## src/include/rob_defines.svh

```systemverilog
`ifndef ROB_DEFINES_SVH
`define ROB_DEFINES_SVH

// reorder buffer depth, keep it a power of two
`define ROB_SLOTS 8

// data path and pc width
`define DATA_W 16

// fall-through pc increment
`define PC_STEP 2

`endif

```

## src/design/rob_pkg.sv

```systemverilog
`default_nettype none

`include "rob_defines.svh"

package rob_pkg;

	// lc-3b opcode field encodings
	typedef enum logic [3:0] {
		op_br   = 4'b0000,
		op_add  = 4'b0001,
		op_ldb  = 4'b0010,
		op_stb  = 4'b0011,
		op_jsr  = 4'b0100,
		op_and  = 4'b0101,
		op_ldr  = 4'b0110,
		op_str  = 4'b0111,
		op_not  = 4'b1001,
		op_shf  = 4'b1101,
		op_lea  = 4'b1110,
		op_trap = 4'b1111
	} lc3b_opcode;

	typedef logic [2:0] lc3b_reg;   // also the nzp mask of a branch
	typedef logic [15:0] lc3b_word;
	typedef logic [2:0] lc3b_nzp;
	typedef logic [$clog2(`ROB_SLOTS)-1:0] rob_tag;

	// what dispatch records about an instruction
	typedef struct packed {
		lc3b_opcode opcode;
		lc3b_reg dest;
		lc3b_word pc;
		logic predict;   // predicted taken
	} slot_payload;

	function automatic logic writes_reg(input lc3b_opcode op);
		case (op)
			op_add, op_and, op_not, op_shf, op_lea, op_ldr, op_ldb, op_jsr, op_trap:
				return 1'b1;
			default:
				return 1'b0;
		endcase
	endfunction

endpackage

`default_nettype wire

```

## src/design/rob_slot_if.sv

```systemverilog
`timescale 1ns/1ps
`default_nettype none

`include "rob_defines.svh"

interface rob_slot_if
	import rob_pkg::*;
();

	logic alloc;        // one cycle, loads payload
	slot_payload payload;

	logic valid;
	logic done;
	logic [`DATA_W-1:0] value;
	slot_payload payload_q;

	logic release_slot; // one cycle, frees the slot at retirement

	modport dispatch (
		output alloc,
		output payload
	);

	modport slot (
		input alloc,
		input payload,
		input release_slot,
		output valid,
		output done,
		output value,
		output payload_q
	);

	modport commit (
		input valid,
		input done,
		input value,
		input payload_q,
		output release_slot
	);

endinterface

`default_nettype wire

```

## src/design/rob_dispatch.sv

```systemverilog
`timescale 1ns/1ps
`default_nettype none

`include "rob_defines.svh"

module rob_dispatch
	import rob_pkg::*;
(
	input logic clk,
	input logic rst,
	input logic issue_valid,
	input lc3b_opcode issue_opcode,
	input lc3b_reg issue_dest,
	input lc3b_word issue_pc,
	input logic issue_predict,
	output logic issue_ready,
	output rob_tag issue_tag,
	input logic retire,
	input logic flush,
	output logic set_busy,
	output lc3b_reg set_dest,
	output rob_tag set_tag,
	rob_slot_if.dispatch slots [`ROB_SLOTS]
);

	localparam int cnt_w = $clog2(`ROB_SLOTS + 1);
	localparam logic [cnt_w-1:0] full_cnt = cnt_w'(`ROB_SLOTS);

	rob_tag tail;
	logic [cnt_w-1:0] count;
	logic accept;
	slot_payload issue_payload;

	assign issue_ready = (count != full_cnt);
	assign accept = issue_valid && issue_ready && !flush;   // flush cycle drops the issue
	assign issue_tag = tail;

	assign issue_payload = '{opcode: issue_opcode, dest: issue_dest,
		pc: issue_pc, predict: issue_predict};

	for (genvar i = 0; i < `ROB_SLOTS; i++)
	begin : g_alloc
		assign slots[i].alloc = accept && (tail == rob_tag'(i));
		assign slots[i].payload = issue_payload;
	end

	// the new producer owns the destination
	assign set_busy = accept && writes_reg(issue_opcode);
	assign set_dest = issue_dest;
	assign set_tag = tail;

	always_ff @(posedge clk)
	begin
		if (rst || flush)
		begin
			tail <= '0;
			count <= '0;
		end
		else
		begin
			if (accept)
				tail <= tail + 1'b1;   // wraps at the slot count
			case ({accept, retire})
				2'b10: count <= count + 1'b1;
				2'b01: count <= count - 1'b1;
				default: ;
			endcase
		end
	end

	// occupancy never wraps past full when commit retires
	a_count_in_range: assert property (@(posedge clk) disable iff (rst)
		count <= full_cnt);

endmodule

`default_nettype wire

```

## src/design/rob_slot.sv

```systemverilog
`timescale 1ns/1ps
`default_nettype none

`include "rob_defines.svh"

module rob_slot
	import rob_pkg::*;
#(
	parameter rob_tag slot_id = '0
)
(
	input logic clk,
	input logic rst,
	input logic cdb_valid,
	input rob_tag cdb_tag,
	input logic [`DATA_W-1:0] cdb_value,
	input logic flush,
	rob_slot_if.slot port
);

	logic cdb_hit;

	// a write to a slot being allocated this cycle is dropped
	assign cdb_hit = cdb_valid && (cdb_tag == slot_id) && port.valid && !port.alloc;

	always_ff @(posedge clk)
	begin
		if (rst || flush || port.release_slot)
		begin
			port.valid <= 1'b0;
			port.done <= 1'b0;
		end
		else if (port.alloc)
		begin
			port.valid <= 1'b1;
			port.done <= 1'b0;
		end
		else if (cdb_hit)
			port.done <= 1'b1;
	end

	always_ff @(posedge clk)
	begin
		if (port.alloc)
			port.payload_q <= port.payload;
		if (cdb_hit)
			port.value <= cdb_value;   // result or branch offset
	end

	// commit only frees a finished head
	a_release_done: assert property (@(posedge clk) disable iff (rst)
		port.release_slot |-> port.valid && port.done);

endmodule

`default_nettype wire

```

## src/design/commit_control.sv

```systemverilog
`timescale 1ns/1ps
`default_nettype none

`include "rob_defines.svh"

module commit_control
	import rob_pkg::*;
(
	input logic clk,
	input logic rst,
	input logic dmem_resp,
	output logic commit_valid,
	output rob_tag commit_tag,
	output lc3b_opcode commit_opcode,
	output logic dmem_write,
	output logic [`DATA_W-1:0] dmem_wdata,
	output logic pcmux_sel,
	output lc3b_word new_pc,
	output logic flush,
	output logic retire,
	output logic wr_en,
	output lc3b_reg wr_dest,
	output logic [`DATA_W-1:0] wr_value,
	output rob_tag wr_tag,
	output logic [31:0] branch_count,
	output logic [31:0] mispredict_count,
	rob_slot_if.commit slots [`ROB_SLOTS]
);

	rob_tag head;
	lc3b_nzp cc;
	lc3b_nzp cc_next;
	logic ld_cc;

	logic [`ROB_SLOTS-1:0] valid_vec;
	logic [`ROB_SLOTS-1:0] done_vec;
	logic [`DATA_W-1:0] value_arr [`ROB_SLOTS];
	slot_payload pl_arr [`ROB_SLOTS];

	slot_payload head_pl;
	logic [`DATA_W-1:0] head_val;
	logic head_ready;
	logic taken;
	logic mispredict;
	lc3b_word step_pc;
	lc3b_word taken_pc;

	for (genvar i = 0; i < `ROB_SLOTS; i++)
	begin : g_head
		assign valid_vec[i] = slots[i].valid;
		assign done_vec[i] = slots[i].done;
		assign value_arr[i] = slots[i].value;
		assign pl_arr[i] = slots[i].payload_q;
		assign slots[i].release_slot = retire && (head == rob_tag'(i));
	end

	assign head_pl = pl_arr[head];
	assign head_val = value_arr[head];
	assign head_ready = valid_vec[head] && done_vec[head];

	// branch dest field holds the nzp mask
	assign taken = |(head_pl.dest & cc);
	assign mispredict = (taken != head_pl.predict);
	assign step_pc = head_pl.pc + lc3b_word'(`PC_STEP);
	assign taken_pc = head_pl.pc + head_val;

	assign commit_valid = retire;
	assign commit_tag = head;
	assign commit_opcode = head_pl.opcode;
	assign dmem_wdata = head_val;
	assign wr_dest = head_pl.dest;
	assign wr_tag = head;   // regfile drops busy only if this still matches

	always_comb
	begin
		retire = 1'b0;
		wr_en = 1'b0;
		ld_cc = 1'b0;
		dmem_write = 1'b0;
		pcmux_sel = 1'b0;
		flush = 1'b0;
		new_pc = '0;
		wr_value = head_val;
		if (head_ready)
		begin
			case (head_pl.opcode)
				op_br:
				begin
					retire = 1'b1;
					new_pc = taken ? taken_pc : step_pc;
					pcmux_sel = mispredict;
					flush = mispredict;
				end
				op_str, op_stb:
				begin
					dmem_write = 1'b1;
					retire = dmem_resp;   // held until memory answers
				end
				op_trap:
				begin
					retire = 1'b1;
					wr_en = 1'b1;
					ld_cc = 1'b1;
					wr_value = step_pc;   // return address
					pcmux_sel = 1'b1;
					flush = 1'b1;
					new_pc = head_val;    // trap vector from the bus
				end
				default:
				begin
					retire = 1'b1;
					wr_en = writes_reg(head_pl.opcode);
					ld_cc = wr_en && (head_pl.opcode != op_jsr);
				end
			endcase
		end
	end

	// n, z or p of what is written
	always_comb
	begin
		if (wr_value[`DATA_W-1])
			cc_next = 3'b100;
		else if (wr_value == '0)
			cc_next = 3'b010;
		else
			cc_next = 3'b001;
	end

	always_ff @(posedge clk)
	begin
		if (rst)
		begin
			head <= '0;
			cc <= '0;
			branch_count <= '0;
			mispredict_count <= '0;
		end
		else
		begin
			if (flush)
				head <= '0;
			else if (retire)
				head <= head + 1'b1;
			if (ld_cc)
				cc <= cc_next;
			if (retire && head_pl.opcode == op_br)
			begin
				branch_count <= branch_count + 1'b1;
				if (mispredict)
					mispredict_count <= mispredict_count + 1'b1;
			end
		end
	end

	// a flush retires its instruction and empties every slot
	a_flush_empties: assert property (@(posedge clk) disable iff (rst)
		flush |-> commit_valid ##1 (valid_vec == '0));

	// store data stays put while the memory stalls
	a_store_stable: assert property (@(posedge clk) disable iff (rst)
		(dmem_write && !dmem_resp) |=> dmem_write && $stable(dmem_wdata));

endmodule

`default_nettype wire

```

## src/design/arch_regfile.sv

```systemverilog
`timescale 1ns/1ps
`default_nettype none

`include "rob_defines.svh"

module arch_regfile
	import rob_pkg::*;
(
	input logic clk,
	input logic rst,
	input logic flush,
	input logic set_busy,
	input lc3b_reg set_dest,
	input rob_tag set_tag,
	input logic wr_en,
	input lc3b_reg wr_dest,
	input logic [`DATA_W-1:0] wr_value,
	input rob_tag wr_tag,
	input lc3b_reg rd_sel,
	output logic [`DATA_W-1:0] rd_value,
	output logic rd_busy
);

	logic [`DATA_W-1:0] regs [8];
	logic [7:0] busy;
	rob_tag tags [8];   // youngest producer per register

	always_ff @(posedge clk)
	begin
		if (wr_en)
			regs[wr_dest] <= wr_value;
	end

	always_ff @(posedge clk)
	begin
		if (rst || flush)
			busy <= '0;
		else
		begin
			// a younger producer keeps the register busy
			if (wr_en && busy[wr_dest] && tags[wr_dest] == wr_tag)
				busy[wr_dest] <= 1'b0;
			if (set_busy)
				busy[set_dest] <= 1'b1;   // last assignment wins
		end
	end

	always_ff @(posedge clk)
	begin
		if (set_busy)
			tags[set_dest] <= set_tag;
	end

	assign rd_value = regs[rd_sel];
	assign rd_busy = busy[rd_sel];

endmodule

`default_nettype wire

```

## src/design/rob_top.sv

```systemverilog
`timescale 1ns/1ps
`default_nettype none

`include "rob_defines.svh"

module rob_top
	import rob_pkg::*;
(
	input logic clk,
	input logic rst,
	input logic issue_valid,
	input lc3b_opcode issue_opcode,
	input lc3b_reg issue_dest,
	input lc3b_word issue_pc,
	input logic issue_predict,
	output logic issue_ready,
	output rob_tag issue_tag,
	input logic cdb_valid,
	input rob_tag cdb_tag,
	input logic [`DATA_W-1:0] cdb_value,
	input logic dmem_resp,
	output logic commit_valid,
	output rob_tag commit_tag,
	output lc3b_opcode commit_opcode,
	output logic dmem_write,
	output logic [`DATA_W-1:0] dmem_wdata,
	output logic pcmux_sel,
	output lc3b_word new_pc,
	output logic flush,
	output logic [31:0] branch_count,
	output logic [31:0] mispredict_count,
	input lc3b_reg rd_sel,
	output logic [`DATA_W-1:0] rd_value,
	output logic rd_busy
);

	logic retire;
	logic set_busy;
	lc3b_reg set_dest;
	rob_tag set_tag;
	logic wr_en;
	lc3b_reg wr_dest;
	logic [`DATA_W-1:0] wr_value;
	rob_tag wr_tag;

	rob_slot_if slot_bus [`ROB_SLOTS] ();

	rob_dispatch i_dispatch (
		.clk,
		.rst,
		.issue_valid,
		.issue_opcode,
		.issue_dest,
		.issue_pc,
		.issue_predict,
		.issue_ready,
		.issue_tag,
		.retire,
		.flush,
		.set_busy,
		.set_dest,
		.set_tag,
		.slots(slot_bus)
	);

	for (genvar i = 0; i < `ROB_SLOTS; i++)
	begin : g_slot
		rob_slot #(.slot_id(rob_tag'(i))) i_slot (
			.clk,
			.rst,
			.cdb_valid,
			.cdb_tag,
			.cdb_value,
			.flush,
			.port(slot_bus[i])
		);
	end

	commit_control i_commit (
		.clk,
		.rst,
		.dmem_resp,
		.commit_valid,
		.commit_tag,
		.commit_opcode,
		.dmem_write,
		.dmem_wdata,
		.pcmux_sel,
		.new_pc,
		.flush,
		.retire,
		.wr_en,
		.wr_dest,
		.wr_value,
		.wr_tag,
		.branch_count,
		.mispredict_count,
		.slots(slot_bus)
	);

	arch_regfile i_regfile (
		.clk,
		.rst,
		.flush,
		.set_busy,
		.set_dest,
		.set_tag,
		.wr_en,
		.wr_dest,
		.wr_value,
		.wr_tag,
		.rd_sel,
		.rd_value,
		.rd_busy
	);

endmodule

`default_nettype wire

```

## config.mk

```make
export PLATFORM = sky130hd
export DESIGN_NAME = rob_top
export DESIGN_NICKNAME = d
export VERILOG_FILES = /design/src/design/rob_pkg.sv /design/src/design/rob_slot_if.sv /design/src/design/rob_dispatch.sv /design/src/design/rob_slot.sv /design/src/design/commit_control.sv /design/src/design/arch_regfile.sv /design/src/design/rob_top.sv
export VERILOG_INCLUDE_DIRS = /design/src /design/src/include
export SDC_FILE = /design/constraint.sdc
export NUM_CORES = 1
export LEC_CHECK = 0
export BUFFER_PORTS_ARGS = -buffer_cell sky130_fd_sc_hd__clkbuf_2
export CELL_PAD_IN_SITES_DETAIL_PLACEMENT = 0
export CELL_PAD_IN_SITES_GLOBAL_PLACEMENT = 1
export CORE_ASPECT_RATIO = 0.7
export CORE_MARGIN = 5
export CORE_UTILIZATION = 25
export CTS_CLUSTER_SIZE = 40
export DETAILED_ROUTE_END_ITERATION = 8
export PLACE_DENSITY_LB_ADDON = 0.25
export SYNTH_ARGS = -nofsm -noshare
export SYNTH_HDL_FRONTEND = slang
export SYNTH_SLANG_ARGS = --single-unit
```

## constraint.sdc

```tcl
create_clock -name clk -period 6.1 [get_ports clk]
set_input_delay 0.305 -clock clk [delete_from_list [all_inputs] [get_ports clk]]
set_output_delay 0.305 -clock clk [all_outputs]
set_load 0.02 [all_outputs]
```

; ---- Word-level counts from Yosys, hierarchy flattened
; Memories as Yosys holds them, arrays and structs flattened.
; Cells that the tools add are included.
[op_classes]
addsub = 8
n_reduce_logical = 88
eq_ne = 30
n_mux = 45
bitwise = 5
order_cmp = 7
[op_table]
columns = op, count
row1 = 16-bit two-way mux, 6
row2 = 24-bit binary-select mux with 3-bit select, 1
row3 = 32-bit by 1-bit adder with 32-bit output (second input constant), 2
row4 = 1-bit logical AND, 50
row5 = 16-bit binary-select mux with 3-bit select, 1
row6 = 24-bit two-way mux, 2
row7 = 3-bit == test (second input constant), 12
row8 = 16-bit case mux with 2 select lines, 1
row9 = 8-bit two-way mux, 3
row10 = 2-bit OR reduction, 10
row11 = 1-bit two-way mux, 19
row12 = 3-bit by 2-bit == test with 1-bit output (second input constant), 6
row13 = 16-bit adder, 1
row14 = 16-bit by 2-bit adder with 16-bit output (second input constant), 1
row15 = 16-bit logical NOT, 1
row16 = 3-bit by 4-bit less-than comparator with 1-bit output (second input constant), 4
row17 = 1-bit binary-select mux with 3-bit select, 4
row18 = 3-bit by 1-bit == test with 1-bit output (second input constant), 3
row19 = 1-bit logical NOT, 9
row20 = 3-bit logical NOT, 3
row21 = 1-bit logical OR, 9
row22 = 8-bit bitwise AND, 1
row23 = 8-bit NOT, 1
row24 = 8-bit OR, 1
row25 = 26 further kinds, 32
[word_totals]
out_inout_bits = 128
ff_bits = 421
input_bits = 51
n_memories = 4
romBits = 32
ramBits = 152
[mem_list]
columns = memory, words, width, read_ports, rd_ports_with_merged_regs, write_ports, line
row1 = i_regfile.regs, 8, 16, 1, 0, 1, arch_regfile.sv:24  ; logic [`DATA_W-1:0] regs [8];
row2 = i_regfile.tags, 8, 3, 1, 0, 1, arch_regfile.sv:26  ; rob_tag tags [8];
row3 = (no name shown), 16, 1, 1, 0, 0, rob_pkg.sv:37  ; case (op)
row4 = (no name shown), 16, 1, 1, 0, 0, rob_pkg.sv:37

; ---- Logic depth before layout (Yosys ltp)
[depth]
ltp_word = 16
ltp_mapped = 23
mapped_depth_nobuf = 17

; ---- Hierarchy
; Synthesis repeated with hierarchy kept, for this count alone.
[unflattened]
hier_cells = 1814
area_unflattened_um2 = 26182.6
[by_module_without_submodules]
columns = module, seq_area_each_um2, cells_per_inst, area_each_um2, instances
row1 = commit_control, 1401.3, 845, 7433.4, 1
row2 = arch_regfile, 4724.5, 318, 6389.9, 1
row3 = rob_slot at g_slot[0].i_slot ..., 1241.2, 48, 1286.2, 4
row4 = rob_slot at g_slot[1].i_slot ..., 1241.2, 48, 1288.7, 3
row5 = rob_dispatch, 140.1, 267, 2064.5, 1
row6 = rob_slot at g_slot[7].i_slot, 1241.2, 48, 1283.7, 1

; ---- Worst setup path before layout
; No wires, ideal clock.
[synth_path]
path_type = reg-to-reg
startpoint = reg i_commit.head[0], in the netlist i_commit.commit_tag[0]
endpoint = reg g_slot[0].i_slot.port.value[0], enable pin
stages_incl_launch_ff = 18
t_arrival_ps = 5662
n_path_buf = 7
t_required_ps = 5712
period_less_slack_ps = 6050
path_slack_ps = 50
path_cell_list = dfxtp_1 buf_6 buf_6 buf_6 buf_4 buf_2 buf_2 mux4_2 mux2_2 inv_1 ha_1 and2_1 nand3_1 o21ai_0 nor2_1 clkbuf_1 and3_1 nor2_1
[synth_rtl]
columns = element, line
row1 = "start, declared", commit_control.sv:30  ; rob_tag head;
row2 = "start signal, assigned", commit_control.sv:144  ; head <= head + 1'b1;
row3 = 3-bit NOT with 4-bit output (implied by the code) *, commit_control.sv:57  ; assign head_pl = pl_arr[head];
row4 = 24-bit binary-select mux with 3-bit select *, commit_control.sv:57
row5 = 24-bit two-way mux (implied by the code) * (2 in series), commit_control.sv:57
row6 = net commit_opcode[1], rob_top.sv:24  ; output lc3b_opcode commit_opcode,
row7 = 4-bit == test / 4-bit logical NOT (equally long branches), commit_control.sv:86  ; case (head_pl.opcode)
row8 = 1-bit case mux with 2 select lines *, commit_control.sv:86
row9 = 1-bit two-way mux *, commit_control.sv:84  ; if (head_ready)
row10 = net flush, rob_top.sv:29  ; output logic flush,
row11 = 1-bit logical NOT *, rob_dispatch.sv:35  ; assign accept = issue_valid && issue_ready && !flush;
row12 = 1-bit logical AND *, rob_dispatch.sv:35
row13 = 1-bit logical AND *, rob_dispatch.sv:43  ; assign slots[i].alloc = accept && (tail == rob_tag'(i));
row14 = net g_slot[0].i_slot.port.alloc, rob_slot_if.sv:26  ; input alloc,
row15 = 1-bit logical NOT *, rob_slot.sv:24  ; assign cdb_hit = cdb_valid && (cdb_tag == slot_id) && port.valid && !port.alloc;
row16 = 1-bit logical AND *, rob_slot.sv:24
row17 = net g_slot[0].i_slot.cdb_hit, rob_slot.sv:21  ; logic cdb_hit;
row18 = "end signal, assigned", rob_slot.sv:47  ; port.value <= cdb_value;
row19 = "end, declared", rob_slot_if.sv:31  ; output value,
; The timed path passes the listed nets; every way through them passes the cells marked *. The select of a mux whose other input is x is not followed.
; A chain may end at the register's enable or synchronous reset.

; ---- Final worst setup path
[layout_path]
startpoint = reg i_commit.head[0], in the netlist i_commit.commit_tag[0]
endpoint = out new_pc[14]
[layout_via]
elab_chain_len = 9
[layout_rtl]
columns = element, line
row1 = "parallel branches: the longest is 8 deep, another holds 16-bit by 2-bit adder with 16-bit output", -
row2 = 16-bit two-way mux *, commit_control.sv:84
row3 = "end, declared", rob_top.sv:28  ; output lc3b_word new_pc,
; Mark *: on every way between the ends. The select of a mux whose other input is x is not followed.

==> flow_summary.ini <==
[sta]
finalCritPeriodShare_pct = 93.4
tightest_slew_ns = 1.10
max_slew_margin_pct = 24.6
final_hold_viol_count = 0
finalWorstSetupSlack_ns = 0.405
finalClockSkew_ns = 0.0326
final-setup-viol-count = 0
finalSetupTns_ns = 0
rsz0062_at_grt = no
finalCriticalPeriod_ns = 5.70
hold-worst-slack_ns = 0.0501
fmax_mhz = 176
drv_slew = 0

[final_layout]
fin_util_pct = 30.1
layout-drive-gt1-share_pct = 24.5
finalNetCount = 1969
stdcell_area_mm2 = 0.0294
instances_no_fill = 3255
area_delta_synth_final_pct = 20.2

[power]
combPwrFrac_pct = 5.1
p_sw_share_pct = 21.9
ir_drop_uv = 210
clock_power_share_pct = 43.5
total_power_mw = 8.35
pwr-share-seq_pct = 51.3
power.leakage_nw = 10.1
pwr_density_cell_mw_per_mm2 = 284
p_sw_mw = 1.83
p_int_mw = 6.52

[placement]
port_buffers = 178
place_hpwl_um = 49000
post-place-ws_ns = 1.07
place_area_mm2 = 0.0271
dp_cells = 3110
place.gp.congestion = 0.774

[setup_path]
rr_endpoint = i_dispatch.count[2]$_SDFFE_PP0P_
r2r_slack_ns = 1.19
startpoint_type = flip-flop
rr_startpoint = i_commit.commit_tag[0]$_SDFFE_PP0P_
critPathMaxStageDelay_ns = 0.61
endpoint_kind = output pin
cp.arrival_ns = 5.39
crit_required_ns = 5.79
slowest_stage = dfxtp_4
cp_top_family = compound AO/OA/AOI/OAI gates
path_max_fanout = 22
path_cells = buf_12 > mux4_2 > nand2_1 > nand2_1 > ha_1 > fa_1 > a21o_1 > a21oi_1 > nor2b_1 > o21a_1 > o21ai_0 > o21ai_0 > o41ai_1 > xor2_1 > o221ai_1 > clkbuf_2
reg2reg_depth = 17
path_buf_inv = 2
worstSetupPathType = reg -> out

[run]
maxCapViolCount = 0

[global_routing]
grt_pass1_wl_um = 104000
track_usage_pct = 13.3
grt_pass1_vias = 15013
grt_antenna_before_repair = 6
globalRouteOverflowTotal = 0
grt_max_degree = 74

[drt]
highest_layer = met5
via_per_inst = 4.55
route.vias.total = 14823
met1Wirelength_um = 35000
dr.pass1.iters = 5
wire_per_inst_um = 21.8
routed_wl_um = 70800
drt-initial-drc-count = 1196
drc_errors = 0
wl_met2_um = 30400
drtAntennaViolNets = 0
wl_met3_um = 4210

[floorplanning]
ios = 179
start_util_pct = 25.1
die_w_um = 384
rows = 96
die_area_mm2 = 0.104
core_region_area_mm2 = 0.0975
die_height_um = 272

[logic_synthesis]
syn-cell-area_mm2 = 0.0245
ys_seq_area_share_pct = 66.2
synth.area.top_cells = edfxtp_1 (58%), mux4_2 (11%), dfxtp_1 (8.3%)
yosys_warnings = 0
synth.most_common_cell = edfxtp_1
avgSynthCellArea_um2 = 15.0
synth_top_area_cell = edfxtp_1
ys_types = 65
synthCells = 1629
synth-async-reset-ratio_pct = 0
synth_ff_type = edfxtp_1
synth_nets = 1717
synth_edf_count = 472
synth-seq-cells = 573
yosys-top-cells-count = edfxtp_1 (472), nand2_1 (135), nor2_1 (135)
yosysTopAreaCellShare_pct = 57.9

[cts]
cts_tree = yes
path_clk_slew_ns = 0.06
clkSinkCount = 573
root_buffer = clkbuf_16
cts_inserted_buffers = 58
cts_max_level = 2
post_cts_buffers = 0
clk_latency_ns = 0.64
clock_path_buffers = 3

[hold_path]
whs_endpoint = g_slot[5].i_slot.port.payload_q[18]$_DFFE_PP_
hold_depth = 1
hp-class = in -> reg
min_from = issue_dest[1]

[outcome]
status = completed
-- registers in the layout, summed over array words and instances (netlist names), 8 cells and up --
register and cells:
i_regfile.tags 24, g_slot.i_slot.port.value 128, i_regfile.busy 8, i_commit.branch_count 32
g_slot.i_slot.port.done 8, i_regfile.regs 128, g_slot.i_slot.port.payload_q 192, g_slot.i_slot.port.valid 8
i_commit.mispredict_count 32
-- worst max path at each step --
stage | cells after the start | start | to
after floorplan | 17 | i_commit.commit_tag[0]$_SDFFE_PP0P_ | g_slot[0].i_slot.port.value[0]$_DFFE_PP_
after global placement | 16 | i_commit.commit_tag[0]$_SDFFE_PP0P_ | new_pc[14]
after detailed placement | 16 | i_commit.commit_tag[0]$_SDFFE_PP0P_ | new_pc[14]
after CTS | 16 | i_commit.commit_tag[0]$_SDFFE_PP0P_ | new_pc[14]
after global routing | 16 | i_commit.commit_tag[0]$_SDFFE_PP0P_ | new_pc[14]
final | 16 | i_commit.commit_tag[0]$_SDFFE_PP0P_ | new_pc[14]
-- routing by layer --
layer	vias to the layer above	track usage (%)
met5	-	0
met4	6	2.67
met3	82	2.95
met2	351	19.8
met1	7615	20.0
li1	6769	-
-- power groups by stage --
stage	Combinational (mW)	Sequential, mW	Clock, mW
final	0.428	4.29	3.64
after global routing	0.469	4.29	3.91
after CTS	0.435	4.29	3.76
after floorplan	0.246	4.37	0
after detailed placement	0.411	4.37	0
after global placement	0.410	4.37	0
-- logic make-up (layout without fill, tap and decap cells) --
| kind of cell | count (synthesis) | after routing | share of synthesized area [%] |
|---|---|---|---|
| DFF | 573 | 573 | 66.2 |
| and+or+nand+nor | 473 | 473 | 9.23 |
| muxes | 176 | 176 | 13.2 |
| AOI/OAI and AO/OA | 172 | 172 | 4.43 |
| buffers and inverters | 114 | 413 | 1.96 |
| xor gates and xnor gates | 84 | 84 | 3.01 |
| adders and majority gates | 37 | 37 | 1.92 |
| other | 0 | 4 | 0 |
-- placed cells by master (no fill, tap or decap), drive strengths merged, types with 7 or more instances in the layout --
cell type    count
mux4           115
or3             16
a31oi            8
clkbuf         250
bufinv           7
nand4           26
mux2            31
dlygate4sd3     34
xnor2           41
nand3           48
o21ai           48
nor2b           14
ha              36
mux2i           30
nor2           135
clkinv          20
xor2            43
dfxtp          101
nor3            23
o21a            10
and3            22
o22ai           10
or4              8
a21oi           45
inv             44
nand2          135
buf             51
clkinvlp         7
and2            12
edfxtp         472
nor3b            8
-- repair_timing --
item,4_1_cts,5_1_grt
resized for setup,0,0
hold buffers,34,0
endpoints found under the setup margin,0,0
hold endpoints to repair,272,0
-- worst register-to-register path: cells and delay by family (launching register included) --
| kind | cells | cell delay (ns) |
|---|---|---|
| AOI/OAI and AO/OA | 3 | 1.07 |
| xor gates and xnor gates | 4 | 0.64 |
| adders and majority gates | 2 | 0.46 |
| buffers and inverters | 3 | 0.78 |
| DFF | 1 | 0.61 |
| muxes | 2 | 0.99 |
| and+or+nand+nor | 3 | 0.22 |
-- area by class of cell --
type | count | area [um^2]
clock buffer | 72 | 1550
sequential | 573 | 16200
antenna | 4 | 10.0
clock inverter | 35 | 387
fill | 9841 | 68100
inverter | 43 | 161
tap | 1323 | 1660
timing repair buffer | 263 | 1650
multi-input combinational | 942 | 7790
Note: power is estimated with default switching activity, not from simulation.
